`config.mk`:
```
export PLATFORM = sky130hd
export DESIGN_NAME = mipsProcessor
export DESIGN_NICKNAME = d
export VERILOG_FILES = /design/src/verilog/mipsPkg.sv /design/src/verilog/alu.sv /design/src/verilog/controlUnit.sv /design/src/verilog/dataMemory.sv /design/src/verilog/fetchUnit.sv /design/src/verilog/mipsProcessor.sv /design/src/verilog/programMemory.sv /design/src/verilog/registerFile.sv
export VERILOG_INCLUDE_DIRS = /design/src /design/src/verilog
export SDC_FILE = /design/constraint.sdc
export NUM_CORES = 1
export LEC_CHECK = 0
export ABC_AREA = 1
export BUFFER_PORTS_ARGS = -buffer_cell sky130_fd_sc_hd__buf_4
export CAP_MARGIN = 20
export CORE_MARGIN = 4
export CORE_UTILIZATION = 41
export CTS_CLUSTER_SIZE = 24
export DETAILED_ROUTE_END_ITERATION = 6
export GPL_ROUTABILITY_DRIVEN = 0
export HOLD_SLACK_MARGIN = 0.15
export PLACE_DENSITY = 0.86
export SETUP_SLACK_MARGIN = 0.1
export SLEW_MARGIN = 15
export SYNTH_ARGS = -nofsm -noshare
export SYNTH_HDL_FRONTEND = slang
export SYNTH_SLANG_ARGS = --single-unit
export TNS_END_PERCENT = 5
```
`constraint.sdc`:
```
create_clock -name clk -period 1.1 [get_ports clk]
set_input_delay 0.055 -clock clk [delete_from_list [all_inputs] [get_ports clk]]
set_output_delay 0.055 -clock clk [all_outputs]
set_load 0.005 [all_outputs]
```
`src/verilog/mipsSettings.svh`:
```
// ~~~~~~~~~~~~~~~~~~~~~~~~~~~~~~~~~~~~~~~~~~~~~~~
// MIPS subset settings
// Memory sizes, address map and instruction encodings
// ~~~~~~~~~~~~~~~~~~~~~~~~~~~~~~~~~~~~~~~~~~~~~~~
`ifndef MIPS_SETTINGS_SVH
`define MIPS_SETTINGS_SVH

// Memory depths in words
`define PROG_MEM_DEPTH 64
`define DATA_MEM_DEPTH 256

// Address map
`define TEXT_BASE 32'h0040_0000
`define IO_PORT_ADDR 32'hFFFF_FFFC

// Opcodes
`define OP_RTYPE 6'h00
`define OP_J 6'h02
`define OP_JAL 6'h03
`define OP_BEQ 6'h04
`define OP_BNE 6'h05
`define OP_ADDI 6'h08
`define OP_ORI 6'h0D
`define OP_LW 6'h23
`define OP_SW 6'h2B

// Funct codes of R-type
`define FN_SLL 6'h00
`define FN_SRL 6'h02
`define FN_JR 6'h08
`define FN_ADD 6'h20
`define FN_SUB 6'h22
`define FN_AND 6'h24
`define FN_OR 6'h25
`define FN_NOR 6'h27
`define FN_SLT 6'h2A

// ALU operation codes
`define ALU_AND 4'b0000
`define ALU_OR 4'b0001
`define ALU_ADD 4'b0010
`define ALU_SUB 4'b0110
`define ALU_SLT 4'b0111
`define ALU_SLL 4'b1000
`define ALU_SRL 4'b1001
`define ALU_NOR 4'b1100

`endif

```
`src/verilog/mipsPkg.sv`:
```
// ~~~~~~~~~~~~~~~~~~~~~~~~~~~~~~~~~~~~~~~~~~~~~~~
// MIPS subset types
// Widths shared by the datapath and control blocks
// ~~~~~~~~~~~~~~~~~~~~~~~~~~~~~~~~~~~~~~~~~~~~~~~
package mipsPkg;

	// Data word, also used for byte addresses and the PC
	typedef logic [31:0] word;

	// Index into the 32-entry register file
	typedef logic [4:0] regAddr;

	// Instruction bits 31:26
	typedef logic [5:0] opcodeField;

	// Instruction bits 5:0, R-type only
	typedef logic [5:0] functField;

	// Operation select for the ALU, one of the ALU_ codes
	typedef logic [3:0] aluCtrl;

endpackage

```
`src/verilog/alu.sv`:
```
// ~~~~~~~~~~~~~~~~~~~~~~~~~~~~~~~~~~~~~~~~~~~~~~~
// ALU
// Arithmetic, logic, signed compare and shifts,
// plus the equality flag for branches
// ~~~~~~~~~~~~~~~~~~~~~~~~~~~~~~~~~~~~~~~~~~~~~~~
`timescale 1ns/1ps
`include "mipsSettings.svh"

module alu (
	input mipsPkg::aluCtrl aluOperation,
	input mipsPkg::word a,
	input mipsPkg::word b,
	output mipsPkg::word result,
	output logic zero
);

	import mipsPkg::*;

	word difference;

	assign difference = a - b;

	// Branch compare does not depend on the selected operation
	assign zero = (difference == '0);

	always_comb begin
		case (aluOperation)
			`ALU_ADD: result = a + b;
			`ALU_SUB: result = difference;
			`ALU_AND: result = a & b;
			`ALU_OR: result = a | b;
			`ALU_NOR: result = ~(a | b);
			// Signed compare
			`ALU_SLT: result = {31'b0, $signed(a) < $signed(b)};
			// Shift b by a[4:0], a is shamt for sll and srl
			`ALU_SLL: result = b << a[4:0];
			`ALU_SRL: result = b >> a[4:0];
			default: result = '0;
		endcase
	end

endmodule

```
`src/verilog/controlUnit.sv`:
```
// ~~~~~~~~~~~~~~~~~~~~~~~~~~~~~~~~~~~~~~~~~~~~~~~
// Control unit
// Decodes opcode and funct into datapath controls
// and the ALU operation
// ~~~~~~~~~~~~~~~~~~~~~~~~~~~~~~~~~~~~~~~~~~~~~~~
`timescale 1ns/1ps
`include "mipsSettings.svh"

module controlUnit (
	input mipsPkg::opcodeField opcode,
	input mipsPkg::functField funct,
	output logic regDst,
	output logic aluSrc,
	output logic zeroExtImm,
	output logic shiftOp,
	output logic regWrite,
	output logic memWrite,
	output logic memToReg,
	output logic branchEq,
	output logic branchNe,
	output logic jump,
	output logic jumpReg,
	output logic link,
	output mipsPkg::aluCtrl aluOperation
);

	always_comb begin
		// Everything idle unless the opcode says otherwise
		regDst = 1'b0;
		aluSrc = 1'b0;
		zeroExtImm = 1'b0;
		shiftOp = 1'b0;
		regWrite = 1'b0;
		memWrite = 1'b0;
		memToReg = 1'b0;
		branchEq = 1'b0;
		branchNe = 1'b0;
		jump = 1'b0;
		jumpReg = 1'b0;
		link = 1'b0;
		aluOperation = `ALU_ADD;
		case (opcode)
			`OP_RTYPE: begin
				regDst = 1'b1;
				regWrite = 1'b1;
				case (funct)
					`FN_ADD: aluOperation = `ALU_ADD;
					`FN_SUB: aluOperation = `ALU_SUB;
					`FN_AND: aluOperation = `ALU_AND;
					`FN_OR: aluOperation = `ALU_OR;
					`FN_NOR: aluOperation = `ALU_NOR;
					`FN_SLT: aluOperation = `ALU_SLT;
					// Shift amount comes from shamt, not rs
					`FN_SLL: begin
						aluOperation = `ALU_SLL;
						shiftOp = 1'b1;
					end
					`FN_SRL: begin
						aluOperation = `ALU_SRL;
						shiftOp = 1'b1;
					end
					`FN_JR: begin
						regWrite = 1'b0;
						jumpReg = 1'b1;
					end
					// Unknown funct, nothing written
					default: regWrite = 1'b0;
				endcase
			end
			`OP_ADDI: begin
				aluSrc = 1'b1;
				regWrite = 1'b1;
			end
			`OP_ORI: begin
				aluSrc = 1'b1;
				zeroExtImm = 1'b1;
				regWrite = 1'b1;
				aluOperation = `ALU_OR;
			end
			// Address is rs plus sign-extended offset
			`OP_LW: begin
				aluSrc = 1'b1;
				regWrite = 1'b1;
				memToReg = 1'b1;
			end
			`OP_SW: begin
				aluSrc = 1'b1;
				memWrite = 1'b1;
			end
			`OP_BEQ: begin
				branchEq = 1'b1;
				aluOperation = `ALU_SUB;
			end
			`OP_BNE: begin
				branchNe = 1'b1;
				aluOperation = `ALU_SUB;
			end
			`OP_J: jump = 1'b1;
			// Link register choice is made in the top level
			`OP_JAL: begin
				jump = 1'b1;
				link = 1'b1;
				regWrite = 1'b1;
			end
			default: ;
		endcase
	end

endmodule

```
`src/verilog/dataMemory.sv`:
```
// ~~~~~~~~~~~~~~~~~~~~~~~~~~~~~~~~~~~~~~~~~~~~~~~
// Data memory
// Word RAM with one memory-mapped I/O port
// ~~~~~~~~~~~~~~~~~~~~~~~~~~~~~~~~~~~~~~~~~~~~~~~
`timescale 1ns/1ps
`include "mipsSettings.svh"

module dataMemory (
	input logic clk,
	input logic rstN,
	input logic memWrite,
	input mipsPkg::word address,
	input mipsPkg::word writeData,
	input logic [7:0] portIn,
	output mipsPkg::word readData,
	output mipsPkg::word portOut
);

	import mipsPkg::*;

	localparam int IndexWidth = $clog2(`DATA_MEM_DEPTH);

	word ram [`DATA_MEM_DEPTH];
	logic isIo;
	logic [IndexWidth-1:0] index;

	assign isIo = (address == `IO_PORT_ADDR);
	// Word index, upper address bits ignored
	assign index = address[IndexWidth+1:2];

	// Stores go to the port register or to RAM, never both
	always_ff @(posedge clk or negedge rstN) begin
		if (!rstN) begin
			portOut <= '0;
			for (int i = 0; i < `DATA_MEM_DEPTH; i++) begin
				ram[i] <= '0;
			end
		end else if (memWrite) begin
			if (isIo) begin
				portOut <= writeData;
			end else begin
				ram[index] <= writeData;
			end
		end
	end

	// Port input reads back zero-extended
	assign readData = isIo ? {24'b0, portIn} : ram[index];

endmodule

```
`src/verilog/fetchUnit.sv`:
```
// ~~~~~~~~~~~~~~~~~~~~~~~~~~~~~~~~~~~~~~~~~~~~~~~
// Fetch unit
// PC register and next-PC selection for
// branches, jumps and jr
// ~~~~~~~~~~~~~~~~~~~~~~~~~~~~~~~~~~~~~~~~~~~~~~~
`timescale 1ns/1ps
`include "mipsSettings.svh"

module fetchUnit (
	input logic clk,
	input logic rstN,
	input logic zero,
	input logic branchEq,
	input logic branchNe,
	input logic jump,
	input logic jumpReg,
	input mipsPkg::word immExt,
	input mipsPkg::word regTarget,
	input logic [25:0] jumpIndex,
	output mipsPkg::word pc,
	output mipsPkg::word pcPlus4
);

	import mipsPkg::*;

	word branchTarget;
	word jumpTarget;
	word nextPc;
	logic branchTaken;

	assign pcPlus4 = pc + 32'd4;

	// Offset counts words from the following instruction
	assign branchTarget = pcPlus4 + {immExt[29:0], 2'b00};
	// Pseudo-direct, stays in the current 256 MB region
	assign jumpTarget = {pcPlus4[31:28], jumpIndex, 2'b00};

	assign branchTaken = (branchEq && zero) || (branchNe && !zero);

	// jr first, then j/jal, then taken branch
	always_comb begin
		if (jumpReg) begin
			nextPc = regTarget;
		end else if (jump) begin
			nextPc = jumpTarget;
		end else if (branchTaken) begin
			nextPc = branchTarget;
		end else begin
			nextPc = pcPlus4;
		end
	end

	always_ff @(posedge clk or negedge rstN) begin
		if (!rstN) begin
			pc <= `TEXT_BASE;
		end else begin
			pc <= nextPc;
		end
	end

endmodule

```
`src/verilog/mipsProcessor.sv`:
```
// ~~~~~~~~~~~~~~~~~~~~~~~~~~~~~~~~~~~~~~~~~~~~~~~
// MIPS processor top level
// Single-cycle datapath for a 32-bit MIPS subset,
// one instruction retired per clock
// ~~~~~~~~~~~~~~~~~~~~~~~~~~~~~~~~~~~~~~~~~~~~~~~
`timescale 1ns/1ps

module mipsProcessor (
	input logic clk,
	input logic rstN,
	input logic [7:0] portIn,
	output mipsPkg::word pcOut,
	output mipsPkg::word aluResultOut,
	output mipsPkg::word portOut
);

	import mipsPkg::*;

	// Fetch and instruction fields
	word pc;
	word pcPlus4;
	word instr;
	opcodeField opcode;
	functField funct;
	regAddr rs;
	regAddr rt;
	regAddr rd;
	logic [4:0] shamt;
	logic [15:0] imm;
	logic [25:0] jumpIndex;

	// Control
	logic regDst;
	logic aluSrc;
	logic zeroExtImm;
	logic shiftOp;
	logic regWrite;
	logic memWrite;
	logic memToReg;
	logic branchEq;
	logic branchNe;
	logic jump;
	logic jumpReg;
	logic link;
	aluCtrl aluOperation;

	// Datapath
	regAddr writeRegister;
	word writeData;
	word readData1;
	word readData2;
	word immSext;
	word immZext;
	word aluA;
	word aluB;
	word aluResult;
	word memReadData;
	logic zero;

	assign opcode = instr[31:26];
	assign rs = instr[25:21];
	assign rt = instr[20:16];
	assign rd = instr[15:11];
	assign shamt = instr[10:6];
	assign funct = instr[5:0];
	assign imm = instr[15:0];
	assign jumpIndex = instr[25:0];

	assign immSext = {{16{imm[15]}}, imm};
	// Only ori uses the zero-extended form
	assign immZext = {16'b0, imm};

	// jal always links into $ra
	assign writeRegister = link ? 5'd31 : (regDst ? rd : rt);
	assign writeData = link ? pcPlus4 : (memToReg ? memReadData : aluResult);

	// Operand selection
	assign aluA = shiftOp ? {27'b0, shamt} : readData1;
	assign aluB = aluSrc ? (zeroExtImm ? immZext : immSext) : readData2;

	fetchUnit fetch (
		.clk(clk),
		.rstN(rstN),
		.zero(zero),
		.branchEq(branchEq),
		.branchNe(branchNe),
		.jump(jump),
		.jumpReg(jumpReg),
		.immExt(immSext),
		.regTarget(readData1),
		.jumpIndex(jumpIndex),
		.pc(pc),
		.pcPlus4(pcPlus4)
	);

	programMemory progMem (
		.pc(pc),
		.instr(instr)
	);

	controlUnit control (
		.opcode(opcode),
		.funct(funct),
		.regDst(regDst),
		.aluSrc(aluSrc),
		.zeroExtImm(zeroExtImm),
		.shiftOp(shiftOp),
		.regWrite(regWrite),
		.memWrite(memWrite),
		.memToReg(memToReg),
		.branchEq(branchEq),
		.branchNe(branchNe),
		.jump(jump),
		.jumpReg(jumpReg),
		.link(link),
		.aluOperation(aluOperation)
	);

	registerFile regFile (
		.clk(clk),
		.rstN(rstN),
		.regWrite(regWrite),
		.readRegister1(rs),
		.readRegister2(rt),
		.writeRegister(writeRegister),
		.writeData(writeData),
		.readData1(readData1),
		.readData2(readData2)
	);

	alu aluUnit (
		.aluOperation(aluOperation),
		.a(aluA),
		.b(aluB),
		.result(aluResult),
		.zero(zero)
	);

	// ALU result is the byte address, rt is the store data
	dataMemory dataMem (
		.clk(clk),
		.rstN(rstN),
		.memWrite(memWrite),
		.address(aluResult),
		.writeData(readData2),
		.portIn(portIn),
		.readData(memReadData),
		.portOut(portOut)
	);

	assign pcOut = pc;
	assign aluResultOut = aluResult;

endmodule

```
`src/verilog/programMemory.sv`:
```
// ~~~~~~~~~~~~~~~~~~~~~~~~~~~~~~~~~~~~~~~~~~~~~~~
// Program memory
// Combinational instruction ROM at the text base
// ~~~~~~~~~~~~~~~~~~~~~~~~~~~~~~~~~~~~~~~~~~~~~~~
`timescale 1ns/1ps
`include "mipsSettings.svh"

module programMemory (
	input mipsPkg::word pc,
	output mipsPkg::word instr
);

	import mipsPkg::*;

	localparam int IndexWidth = $clog2(`PROG_MEM_DEPTH);

	// Contents loaded by the testbench during reset
	word rom [`PROG_MEM_DEPTH];
	word offset;

	initial begin
		for (int i = 0; i < `PROG_MEM_DEPTH; i++) begin
			rom[i] = '0;
		end
	end

	// Byte offset from text base, word index wraps at the depth
	assign offset = pc - `TEXT_BASE;
	assign instr = rom[offset[IndexWidth+1:2]];

endmodule

```
`src/verilog/registerFile.sv`:
```
// ~~~~~~~~~~~~~~~~~~~~~~~~~~~~~~~~~~~~~~~~~~~~~~~
// Register file
// 32 x 32-bit, two async reads, one clocked write
// ~~~~~~~~~~~~~~~~~~~~~~~~~~~~~~~~~~~~~~~~~~~~~~~
`timescale 1ns/1ps

module registerFile (
	input logic clk,
	input logic rstN,
	input logic regWrite,
	input mipsPkg::regAddr readRegister1,
	input mipsPkg::regAddr readRegister2,
	input mipsPkg::regAddr writeRegister,
	input mipsPkg::word writeData,
	output mipsPkg::word readData1,
	output mipsPkg::word readData2
);

	import mipsPkg::*;

	word registers [32];

	// Register 0 is never written, so it stays zero after reset
	always_ff @(posedge clk or negedge rstN) begin
		if (!rstN) begin
			for (int i = 0; i < 32; i++) begin
				registers[i] <= '0;
			end
		end else if (regWrite && (writeRegister != 5'd0)) begin
			registers[writeRegister] <= writeData;
		end
	end

	// Reads see the value before this cycle's write
	assign readData1 = registers[readRegister1];
	assign readData2 = registers[readRegister2];

endmodule
```
==> results of run 1 <==
==> area by class of cell <==
class / count / area share
Timing Repair Buffer: 80 / 0.2643
Sequential cell: 30 / 0.2638
Inverter: 17 / 0.02239
Multi-Input combinational cell: 220 / 0.3815
Clock buffer: 8 / 0.03863
Tap cell: 67 / 0.02941
==> worst max path at each step <==
stage	endpoint	slack (ns)	cells past startpoint
5_1_grt	fetch.pc[25]$_DFF_PN0_	-0.37	8
2_1_floorplan	fetch.pc[28]$_DFF_PN0_	-0.16	8
3_5_place_dp	fetch.pc[24]$_DFF_PN0_	-0.25	8
4_1_cts	fetch.pc[28]$_DFF_PN0_	-0.26	8
6_report	fetch.pc[10]$_DFF_PN0_	-0.29	7
3_3_place_gp	fetch.pc[24]$_DFF_PN0_	-0.19	8
==> cells in the mapped netlist (all sizes together) <==
| cell | instances |
|---|---|
| xor2 | 10 |
| dfrtp | 29 |
| dfstp | 1 |
| o21ai | 1 |
| inv | 17 |
| nand3 | 5 |
| nor2 | 40 |
| xnor2 | 5 |
| buf | 66 |
| nand3b | 8 |
| ha | 1 |
| nand4 | 1 |
| conb | 1 |
| nand2 | 83 |
==> power by group <==
| group | internal [W] | total [W] | switching [W] |
|---|---|---|---|
| Clock | 0.000631 | 0.00106 | 0.000426 |
| Combinational | 0.00000472 | 0.0000821 | 0.0000773 |
| Sequential | 0.00110 | 0.00110 | 0 |
| Total | 0.00174 | 0.00224 | 0.000504 |
==> per-layer routing <==
| layer | track usage | share of wire | vias up |
|---|---|---|---|
| met1 | 0.1924 | 0.38 | 853 |
| met4 | 0.09450 | 0.032 | 0 |
| met2 | 0.2685 | 0.51 | 86 |
| met5 | 0 | 0 | - |
| li1 | - | - | 851 |
| met3 | 0.03401 | 0.080 | 12 |
==> layout by cell type (no fill, tap or decap), drive strengths merged <==
cell type    netlist  final
xnor2              5      5
xor2              10     10
dfstp              1      1
nand4              1      1
clkbuf             0      8
o21ai              1      1
nand2             83     83
nand3              5      5
nor2              40     40
nand3b             8      8
ha                 1      1
dlygate4sd3        0      1
conb               1     66
dfrtp             29     29
inv               17     17
buf               66     79
==> per-stage QoR <==
step / power, W / setup slack [ns] / instance area (um2) / setup TNS (ns)
2_1_floorplan: 0.001343 / -0.1601 / 2326 / -1.551
3_3_place_gp: 0.001197 / -0.1866 / 2455 / -2.540
3_5_place_dp: 0.001198 / -0.2477 / 2455 / -3.304
4_1_cts: 0.002258 / -0.2559 / 2729 / -3.662
5_1_grt: 0.002334 / -0.3685 / 2850 / -7.672
6_report: 0.002243 / -0.2875 / 2850 / -5.475
==> timing repair <==
item / CTS / global route
hold buffers: 1 / 0
pin swaps: 13 / 13
buffers inserted: 3 / 4
hold endpoints to repair: 30 / 0
endpoints found under the setup margin: 53 / 55
gates resized for setup: 37 / 21
==> cells by family after synthesis <==
| logic type | after synthesis | synth area share |
|---|---|---|
| fa+ha+maj | 1 | 0.006009 |
| flops | 30 | 0.3612 |
| buf+inv | 83 | 0.2686 |
| compound gates | 1 | 0.002402 |
| other cells | 1 | 0.001801 |
| xor+xnor | 15 | 0.06310 |
| simple gates | 137 | 0.2969 |
==> critical path, cell delays in order, from the launching register on <==
cell	delay, ns
dfrtp_1	0.41
ha_4	0.16
nand2_2	0.07
nor2_4	0.17
nand2_4	0.10
buf_4	0.14
buf_4	0.12
xnor2_1	0.11
==> results_dict.tcl, run 1 <==
set metrics [dict create \
    hold_viol 0 \
    whs_ns 0.2243 \
    path_clk_slew_ns 0.07 \
    drive_above_1_share 0.3155 \
    yosysUniqueCellTypes 17 \
    grt_pass1_vias 1720 \
    core_area_mm2 0.004817 \
    overflow 0 \
    r2r_end "fetch.pc[10]$_DFF_PN0_" \
    violations "negative setup slack" \
    period_share 1.261 \
    routed_wl_um 5020 \
    htreeDepth 2 \
    synth.area.top_cells "dfrtp_1 35%, buf_4 24%, nand2_1 14%" \
    routedWlPerCell_um 11.90 \
    fillers 416 \
    seqCellArea_um2 752.0 \
    chipHeight_um 79.26 \
    p_leak_nw 1.489 \
    end_kind "flop" \
    multi_input_area_mm2 0.001087 \
    io_pins 106 \
    regToRegSetupSlack_ns -0.29 \
    reg_top3 "fetch.pc (30)" \
    die_x_um 79.26 \
    clock_latency_ns 0.29 \
    cts_buffers 5 \
    ir_drop_uv 711.2 \
    fin_cells 422 \
    synth-seq-area-share 0.3612 \
    powerDensity_mw_per_mm2 786.9 \
    final_util 0.5917 \
    cts_tree "done" \
    drt_iter0_markers 68 \
    netlist_instances 268 \
    worstPathMaxFanout 4 \
    regMostFlops "fetch.pc" \
    rsz0062_at_grt "yes" \
    worstSetupPathType "flop to flop" \
    fmax_mhz 720.7 \
    num_vias 1802 \
    via_per_inst 4.270 \
    syn_area_mm2 0.002082 \
    clkSinkCount 30 \
    nNetsFinal 365 \
    synth_warnings 0 \
    dieArea_mm2 0.006282 \
    skew_ns 0.006052 \
    setup_ws_ns -0.2875 \
    port_buffers 31 \
    drtPass1Iterations 4 \
    grt_usage 0.1618 \
    syn_to_final_growth_pct 36.90 \
    critPathLaunchType "flop" \
    drc 0 \
    yosysTopAreaCellShare 0.3486 \
    dp_hpwl_um 3649 \
    outcome "complete, but fails checks" \
    cp.arrival_ns 1.57 \
    floorplan.initialDensity 0.4322 \
    crit_start "fetch.pc[3]$_DFF_PN0_" \
    cts_buffer_depth 2 \
    antenna_found_initial 0 \
    grt_max_degree 31 \
    grt_pass1_wl_um 7810 \
    crit_required_ns 1.28 \
    cts-root-buf "clkbuf_8" \
    antenna_left 0 \
    ys_ff_latch 30 \
    synth.avg_cell_area_um2 7.769 \
    insertedDiodeCount 0 \
    finalCriticalPeriod_ns 1.388 \
    hp-class "input port to asynchronous set/reset pin" \
    slew_viol_final 0 \
    row_count 25 \
    reg2reg_from "fetch.pc[3]$_DFF_PN0_" \
    yosysTopAreaCell "dfrtp_1" \
    finalSetupViolCount 29 \
    largest_reg_flops 30 \
    place_inst 406 \
    reg2regPathDepth 7 \
    drv_cap 0 \
]
(Power assumes the default switching activity.)
==> run 2: changes to the inputs <==
--- a/config.mk
+++ b/config.mk
@@ -9,13 +9,15 @@
 export ABC_AREA = 1
 export BUFFER_PORTS_ARGS = -buffer_cell sky130_fd_sc_hd__buf_4
 export CAP_MARGIN = 20
+export CELL_PAD_IN_SITES_DETAIL_PLACEMENT = 0
+export CELL_PAD_IN_SITES_GLOBAL_PLACEMENT = 1
 export CORE_MARGIN = 4
-export CORE_UTILIZATION = 41
+export CORE_UTILIZATION = 28
 export CTS_CLUSTER_SIZE = 24
 export DETAILED_ROUTE_END_ITERATION = 6
 export GPL_ROUTABILITY_DRIVEN = 0
 export HOLD_SLACK_MARGIN = 0.15
-export PLACE_DENSITY = 0.86
+export PLACE_DENSITY = 0.85
 export SETUP_SLACK_MARGIN = 0.1
 export SLEW_MARGIN = 15
 export SYNTH_ARGS = -nofsm -noshare
==> run 2 against run 1 <==
Net effect:
- the run still ends with negative setup slack left
- cell count grew 6.9%
- register-to-register slack lost 0.02 ns
- clock power shrank 13%
- final area shrank 1.3%
- total power shrank 6.0%
- utilization shrank 20 points
- critical path depth is the same
- non-clock buffer count shrank 3
- flip-flop and latch count is the same
- worst setup slack lost 0.018 ns
==> results_dict.tcl, run 2 (same netlist as run 1, synthesis figures left out) <==
set metrics [dict create \
    cts-root-buf "clkbuf_8" \
    grt_pass1_wl_um 7396 \
    cts_buffers 5 \
    layout_common_cells "73 x nand2_1, 66 x conb_1, 39 x buf_4" \
    cp_cell_sequence "ha_2 -> nand2_2 -> nor2_4 -> nand2_4 -> buf_4 -> buf_4 -> xnor2_1" \
    period_share 1.277 \
    violations "negative setup slack" \
    routed_wl_um 4815 \
    grt_usage 0.1102 \
    crit_path_top_delay_cell "dfrtp_1" \
    crit_buf_inv 2 \
    ir_drop_uv 372.1 \
    clock_latency_ns 0.28 \
    drc 0 \
    grt_pass1_vias 1551 \
    power_frac_clock 0.438 \
    drv_cap 0 \
    p_total_w 0.002109 \
    io_pins 106 \
    skew_ns 0.008938 \
    hold_viol 0 \
    antenna_found_initial 0 \
    slew_viol_final 0 \
    port_buffers 31 \
    dieArea_mm2 0.008879 \
    via_per_inst 3.836 \
    antenna_left 0 \
    chipHeight_um 94.23 \
    crit_family "flip-flops" \
    worstSetupPathType "flop to flop" \
    syn_to_final_growth_pct 35.10 \
    end_kind "flop" \
    core_area_mm2 0.007253 \
    fillers 755 \
    insertedDiodeCount 0 \
    final_common_cell "nand2_1" \
    switching_power_w 0.0004906 \
    drive_above_1_share 0.3153 \
    nNetsFinal 362 \
    setup_ws_ns -0.3051 \
    cpPeakStageDelay_ns 0.38 \
    clkSinkCount 30 \
    pre_cts_ws_ns -0.2516 \
    internal_power_w 0.001618 \
    regMostFlops "fetch.pc" \
    largest_reg_flops 30 \
    finalCriticalPeriod_ns 1.405 \
    worst_path_most_repeated_cell "buf_4" \
    cts_tree "done" \
    overflow 0 \
    finalSetupViolCount 25 \
    multi_input_area_mm2 0.001062 \
    fmax_mhz 711.7 \
    die_x_um 94.23 \
    floorplan.initialDensity 0.2870 \
    reg_top3 "fetch.pc (30)" \
    cp.arrival_ns 1.57 \
    drt_iter0_markers 79 \
    dp_hpwl_um 3897 \
    worstPathMaxFanout 4 \
    critPathLaunchType "flop" \
    row_count 31 \
    hp-class "input port to asynchronous set/reset pin" \
    num_vias 1730 \
    crit_required_ns 1.27 \
    cts_buffer_depth 2 \
    rsz0062_at_grt "yes" \
    p_leak_nw 1.429 \
    swShare 0.2327 \
    seqPwrFrac 0.523 \
    htreeDepth 2 \
    path_clk_slew_ns 0.07 \
    combPwrFrac 0.039 \
    powerDensity_mw_per_mm2 749.6 \
    seqCellArea_um2 753.2 \
    routedWlPerCell_um 10.68 \
    drtPass1Iterations 4 \
    grt_max_degree 31 \
    outcome "complete, but fails checks" \
]
[run 2: cell types whose count changed in the layout (fill, tap and decap cells not counted), moves of 3 or more]
cell and delta:
nand2_2 +6, nor2_2 +3, nand2_1 -4, buf_6 -3
[run 2: final cells by class]
type	instances	area share
Sequential cell	30	0.2678
Timing Repair Buffer	77	0.2558
Inverter	17	0.02269
Clock buffer	8	0.03203
Multi-Input combinational cell	220	0.3777
Tap cell	99	0.04404
[run 2: timing repair]
| action | 4_1_cts | 5_1_grt |
|---|---|---|
| endpoints found under the hold margin | 30 | 0 |
| setup buffers | 0 | 5 |
| endpoints found under the setup margin | 53 | 54 |
| pin swaps | 10 | 7 |
| hold buffers | 1 | 0 |
| gates resized for setup | 30 | 25 |
[run 2: power groups by stage]
| stage | Clock [W] | Sequential, W | Combinational [W] |
|---|---|---|---|
| after floorplan | 0 | 0.00112 | 0.000219 |
| after detailed placement | 0 | 0.00112 | 0.0000745 |
| final | 0.000924 | 0.00110 | 0.0000815 |
| after global routing | 0.00101 | 0.00110 | 0.000102 |
| after global placement | 0 | 0.00112 | 0.0000746 |
| after CTS | 0.000955 | 0.00110 | 0.0000776 |
[run 2: worst register-to-register path, stage by stage, from the launching register on]
cell and delay (ns):
dfrtp_1 0.38, ha_2 0.20, nand2_2 0.07, nor2_4 0.18
nand2_4 0.10, buf_4 0.14, buf_4 0.13, xnor2_1 0.11
[run 2: metal layers]
layer / GRT usage / part of all wire
met5: 0 / 0
met4: 0.04452 / 0.016
met3: 0.03606 / 0.077
met2: 0.1773 / 0.48
met1: 0.1352 / 0.43
[run 2: stage by stage]
stage | area [um2] | hold WS, ns | TNS (ns) | utilization | cells
after floorplan | 2326 | -0.2406 | -1.551 | - | 333
final | 2813 | 0.2491 | -4.136 | 0.3878 | 451
after global routing | 2813 | 0.2761 | -6.487 | 0.3878 | 451
after global placement | 2487 | 0.01488 | -3.055 | 0.3429 | 437
after CTS | 2689 | 0.2595 | -3.668 | 0.3707 | 446
after detailed placement | 2487 | 0.01329 | -3.576 | 0.3429 | 437
[run 2: worst paths after layout]
| kind | slack [ns] | to | depth (start not counted) | start |
|---|---|---|---|---|
| worst max register to register | -0.31 | fetch.pc[10]$_DFF_PN0_ | 7 | fetch.pc[2]$_DFF_PN0_ |
| worst max-delay path | -0.31 | fetch.pc[10]$_DFF_PN0_ | 7 | fetch.pc[2]$_DFF_PN0_ |
| min in group clk | 0.52 | fetch.pc[31]$_DFF_PN0_ | 2 | fetch.pc[31]$_DFF_PN0_ |
| worst min-delay path | 0.25 | fetch.pc[18]$_DFF_PN0_ | 2 | rstN |
| max in group asynchronous | 0.53 | fetch.pc[22]$_DFF_PN1_ | 2 | rstN |
| worst min register to register | 0.52 | fetch.pc[31]$_DFF_PN0_ | 2 | fetch.pc[31]$_DFF_PN0_ |
